**config.mk**
```make
export PLATFORM = sky130hd
export DESIGN_NAME = mem_align
export DESIGN_NICKNAME = d
export VERILOG_FILES = /design/src/hw/lsu_pkg.sv /design/src/hw/mem_align.sv
export SDC_FILE = /design/constraint.sdc
export NUM_CORES = 1
export LEC_CHECK = 0
export BUFFER_PORTS_ARGS = -buffer_cell sky130_fd_sc_hd__buf_4
export CAP_MARGIN = 20
export CORE_MARGIN = 2
export CORE_UTILIZATION = 35
export DETAILED_ROUTE_END_ITERATION = 10
export PLACE_DENSITY = 0.95
export REMOVE_ABC_BUFFERS = 1
export SLEW_MARGIN = 20
export SYNTH_ARGS = -nofsm -noshare
export SYNTH_HDL_FRONTEND = slang
export SYNTH_SLANG_ARGS = --single-unit
```
**constraint.sdc**
```tcl
create_clock -name vclk -period 1.3
set_input_delay 0.065 -clock vclk [all_inputs]
set_output_delay 0.065 -clock vclk [all_outputs]
set_load 0.1 [all_outputs]
```
**src/hw/lsu_pkg.sv**
```systemverilog
package lsu_pkg;

    // cache geometry
    localparam int WAY_CNT    = 2;
    localparam int WAY_W      = 1;
    localparam int SET_CNT    = 256;
    localparam int SET_W      = 8;
    localparam int LINE_WORDS = 4;
    localparam int BEAT_W     = 2;
    localparam int PPN_W      = 20;

    // victim way generator
    localparam int LFSR_W = 8;
    localparam logic [LFSR_W-1:0] LFSR_SEED = 8'hA5;

    // one address word, seen raw or split into cache fields
    typedef union packed {
        logic [31:0] raw;
        struct packed {
            logic [PPN_W-1:0]  ppn;
            logic [SET_W-1:0]  set_idx;
            logic [BEAT_W-1:0] word_off;
            logic [1:0]        byte_off;
        } f;
    } lsu_addr_t;

    typedef struct packed {
        logic             valid;
        logic             dirty;
        logic [PPN_W-1:0] ppn;
    } tag_t;

    typedef enum logic [1:0] {
        SIZE_BYTE = 2'd0,
        SIZE_HALF = 2'd1,
        SIZE_WORD = 2'd2
    } size_t;

    // main controller states
    typedef enum logic [2:0] {
        S_IDLE   = 3'd0,
        S_LOOKUP = 3'd1,
        S_WADR   = 3'd2,
        S_WDAT   = 3'd3,
        S_RADR   = 3'd4,
        S_RDAT   = 3'd5,
        S_DONE   = 3'd6
    } ctrl_state_t;

endpackage

```
**src/hw/mem_align.sv**
```systemverilog
`timescale 1ns/1ns

module mem_align (
    input  lsu_pkg::lsu_addr_t addr_i,
    input  lsu_pkg::size_t     size_i,
    input  logic               sign_i,
    input  logic [31:0]        store_data_i,
    input  logic [31:0]        load_word_i,
    output logic [3:0]         strobe_o,
    output logic [31:0]        store_word_o,
    output logic [31:0]        load_data_o
);

    logic [1:0]  boff;
    logic [31:0] load_shift;

    assign boff = addr_i.f.byte_off;

    // byte strobe from size and offset
    always_comb begin
        case (size_i)
            lsu_pkg::SIZE_WORD: strobe_o = 4'b1111;
            lsu_pkg::SIZE_HALF: strobe_o = 4'b0011 << {boff[1], 1'b0};
            lsu_pkg::SIZE_BYTE: strobe_o = 4'b0001 << boff;
            default:            strobe_o = 4'b0000;
        endcase
    end

    // store data moves up to its byte lane
    assign store_word_o = store_data_i << {boff, 3'b000};

    // addressed bytes down to bit 0
    assign load_shift = load_word_i >> {boff, 3'b000};

    always_comb begin
        case (size_i)
            lsu_pkg::SIZE_BYTE: begin
                load_data_o = {{24{sign_i & load_shift[7]}}, load_shift[7:0]};
            end
            lsu_pkg::SIZE_HALF: begin
                load_data_o = {{16{sign_i & load_shift[15]}}, load_shift[15:0]};
            end
            default: begin
                load_data_o = load_word_i;
            end
        endcase
    end

    // misaligned accesses are not supported
    always_comb begin
        a_aligned: assert final (
            !(size_i == lsu_pkg::SIZE_HALF && boff[0]) &&
            !(size_i == lsu_pkg::SIZE_WORD && boff != 2'b00));
    end

endmodule

```
### After elaboration in Yosys (flattened, before gate mapping)

Cells that the tools add are included.

| storage, ports and cells | value |
|---|---|
| register bits after elaboration | 0 |
| latch bits | 0 |
| bits in writable memories | 0 |
| ROM bits | 0 |
| output and inout bits | 68 |
| logic and storage cells | 11 |
| memories kept | 0 |

| operators by class | value |
|---|---|
| add/sub/neg operators | 0 |
| multiply operators | 0 |
| divide/modulo/power cells | 0 |
| $lt $le $gt $ge | 0 |
| eq/ne operators | 2 |
| shift-type cells | 4 |
| mux-type cells | 2 |
| bitwise operators | 2 |
| reduce and logical (&&, ||, !) cells | 1 |

Operator list:

| cell | count |
|---|---|
| one-hot mux 32 bit (2 select lines) | 1 |
| left shift 32 x 5 -> 32 bit | 1 |
| >> shifter 32 x 5 -> 16 bit | 1 |
| one-hot mux 4 bit (3 select lines) | 1 |
| left shift 1 x 2 -> 4 bit, first input constant | 1 |
| left shift 2 x 2 -> 4 bit, first input constant | 1 |
| bitwise AND 1 bit | 2 |
| == test 2 x 1 -> 1 bit, second input constant | 1 |
| == test 2 bit, second input constant | 1 |
| zero test 2 bit | 1 |

### Logic depth before layout (Yosys ltp)

| depth | value |
|---|---|
| word-level depth | 3 |
| depth in mapped cells | 7 |
| mapped depth without buffers | 4 |

### Worst setup path before layout

OpenSTA, ideal clock, no wires.

| timing path | value |
|---|---|
| path type | input to output |
| from | input addr_i[0] (netlist bit) |
| to | output load_data_o[7] |
| arrival | 2826 ps |
| required time | 1235 ps |
| setup slack | -1591 ps |
| stages | 6 |
| path buffers | 4 |
| cell sequence | buf_6 > buf_6 > buf_6 > buf_2 > a31oi_1 > o21ai_0 |

| on the way | value |
|---|---|
| cells in the longest elaborated chain, start to end | 2 |

RTL lines:

| item | line | RTL |
|---|---|---|
| start: declaration | mem_align.sv:4 | `input lsu_pkg::lsu_addr_t addr_i,` |
| >> shifter 32 x 5 -> 16 bit | mem_align.sv:33 | `assign load_shift = load_word_i >> {boff, 3'b000};` |
| one-hot mux 32 bit (2 select lines) | mem_align.sv:36 | `case (size_i)` |
| end: declaration | mem_align.sv:11 | `output logic [31:0] load_data_o` |

No other way between the ends.

### Worst setup path after layout

| timing path | value |
|---|---|
| from | input addr_i[0] (netlist bit) |
| to | output load_data_o[8] |

| on the way | value |
|---|---|
| cells in the longest elaborated chain, start to end | 3 |

RTL lines:

| item | line | RTL |
|---|---|---|
| >> shifter 32 x 5 -> 16 bit * | mem_align.sv:33 |  |
| bitwise AND 1 bit | mem_align.sv:38 | `load_data_o = {{24{sign_i & load_shift[7]}}, load_shift[7:0]};` |
| one-hot mux 32 bit (2 select lines) * | mem_align.sv:36 |  |

Every way passes the cells marked *; elsewhere a longest branch is shown, timed or not.

==> impl_metrics.yaml <==
grt:
  grt_pass1_vias: 2279
  grt_max_degree: 34
  grt_pass1_wl_um: 10700
  antenna_found_initial: 0
  grt.overflow.total: 0
  track_usage: 0.300
cells_and_area:
  n_sequential_cell: 0
  clkbuf_count: 0
  fin_cells: 425
  nets: 476
  drive_gt1_frac: 0.547
  final_common_cell: "buf_4"
  antenna_cells: 0
  final_cell_mix: "buf_4 (117), nand2_1 (40), buf_12 (29)"
  area_growth_pct: 128
  seq_area_um2: 0
placement:
  dp_hpwl_um: 4540
  gp_congestion: 0.759
  dp_slack_ns: -0.215
  place_inst: 418
  numPortBuffers: 137
sta:
  tns_ns: -1.95
  worst_slack_ns: -0.180
  hold_viol: 0
  slew_headroom: 0.794
  final_max_slew_viol_count: 0
  fin_crit_ns: 1.48
  fmax_mhz: 675
  setup_viol: 31
  tightestPinTransition_ns: 0.306
  finalCritPeriodShare: 1.14
  rsz0062_at_grt: "true"
route:
  drc: 0
  drtIter0Drc: 326
  finalWirelength_um: 8700
  vias_per_cell: 6.11
  wl_per_cell_um: 20.5
  first_pass_iters: 5
  antenna_left: 0
  via_count: 2597
critical_path:
  cp_cell_sequence: "buf_12 > buf_4 > clkbuf_16 > mux2i_1 > o21ai_1 > nand2_1 > a21oi_4 > buf_12"
  critPathTopFamily: "buffers and inverters"
  critPathLaunchType: "input port"
  end_kind: "output pin"
  crit_cells: 8
  crit_arrival_ns: 1.42
  cp_slowest_stage_delay_ns: 0.22
  cp_common_cell: "buf_12"
  timing_worst_setup_path_type: "input port to output pin"
  crit_required_ns: 1.24
  path_max_fanout: 8
  cp_slowest_cell: "a21oi_4"
  path_buf_inv: 4
floorplan:
  die_x_um: 67.4
  num_rows: 23
  die_h_um: 67.4
  core_um2: 3940
  io_pins: 167
  initial_core_util: 0.357
  die_area_um2: 4540
status:
  status: "finished with violations"
  violations: "negative setup slack"
yosys:
  netlist_area_um2: 1410
  ys_types: 29
  avgSynthCellArea_um2: 5.96
  syn_inst: 236
  yosysSeqAreaShare: 0
  synth_warnings: 0
flow_run:
  max_cap_violations: 0
hold_path:
  hold_depth: 4
  min_from: "load_word_i[4]"
  worstHoldEndpoint: "load_data_o[4]"
  hold_class: "input port to output pin"
power_and_ir_drop:
  p_switching_mw: 1.88
  ir_drop_mv: 0.520
  power_frac_seq: 0
  swShare: 0.692
  p_clk_frac: 0
  power.leakage_nw: 1.56
  comb_power_share: 1.000
  p_per_area_nw_per_um2: 845
  p_int_mw: 0.836
clocking:
  hold_buffers: 0
==> per-layer routing <==
metal | share of wire | routed length, um | GRT usage | up-vias
met1 | 0.33 | 2900 | 0.310 | 1151
met2 | 0.47 | 4120 | 0.574 | 264
met4 | 0.063 | 546 | 0.120 | 0
met3 | 0.13 | 1130 | 0.0717 | 79
met5 | 0 | 0 | 0 | -
li1 | - | - | - | 1103
==> cell families after synthesis <==
logic type | synth area share
AOI/OAI and AO/OA | 0.259
buffers and inverters | 0.101
muxes | 0.244
and+or+nand+nor | 0.396
==> how the worst max path moves through the flow <==
| stage | start | end |
|---|---|---|
| after floorplan | addr_i[0] | load_data_o[1] |
| after global placement | addr_i[0] | load_data_o[14] |
| after detailed placement | addr_i[0] | load_data_o[15] |
| after CTS | addr_i[0] | load_data_o[13] |
| after global routing | addr_i[0] | load_data_o[8] |
| final | addr_i[0] | load_data_o[8] |
==> area by class of cell <==
type	instances	area, um2
repair buffers	162	1670
fillers	229	732
multi-input cells	212	1480
well taps	50	62.6
inverters	1	3.75
==> synth_stat cells (all sizes together) <==
cell / n / area share
nor4b: 1 / 0.011
or2: 1 / 0.0045
buf: 16 / 0.080
and3b: 1 / 0.0062
nand2: 56 / 0.15
and2: 8 / 0.036
nand3b: 5 / 0.027
nor2b: 17 / 0.076
inv: 1 / 0.0027
mux2i: 32 / 0.23
nand2b: 2 / 0.0089
a211oi: 8 / 0.043
o211ai: 1 / 0.0053
clkbuf: 7 / 0.019
mux2: 2 / 0.016
nand3: 2 / 0.011
o21ai: 21 / 0.075
a31oi: 1 / 0.0045
nor2: 19 / 0.051
a22oi: 2 / 0.011
o2bb2ai: 4 / 0.025
a21oi: 27 / 0.096
and2b: 1 / 0.0053
nor3: 1 / 0.012
==> metrics by stage <==
stage                     area (um2)  hold WS, ns  power [mW]  utilization
after floorplan                 1270        0.465        1.58            -
after global placement          2530        0.568        2.21        0.642
after detailed placement        2530        0.573        2.23        0.642
after CTS                       3050        0.527        2.55        0.774
after global routing            3210        0.558        2.78        0.814
final                           3210        0.532        2.71        0.814
==> power by group through the flow <==
stage,logic [mW],clock network [mW],registers (mW)
finish,2.71,0,0
global route,2.78,0,0
CTS,2.55,0,0
detailed placement,2.23,0,0
global placement,2.21,0,0
floorplan,1.58,0,0
==> repair_timing <==
| action | 4_1_cts | 5_1_grt |
|---|---|---|
| setup endpoints to repair | 32 | 36 |
| pin swaps | 4 | 6 |
| buffers inserted | 4 | 1 |
| resized for setup | 123 | 27 |
| cloned | 0 | 2 |
No activity file was read; power rests on OpenSTA's default activity.
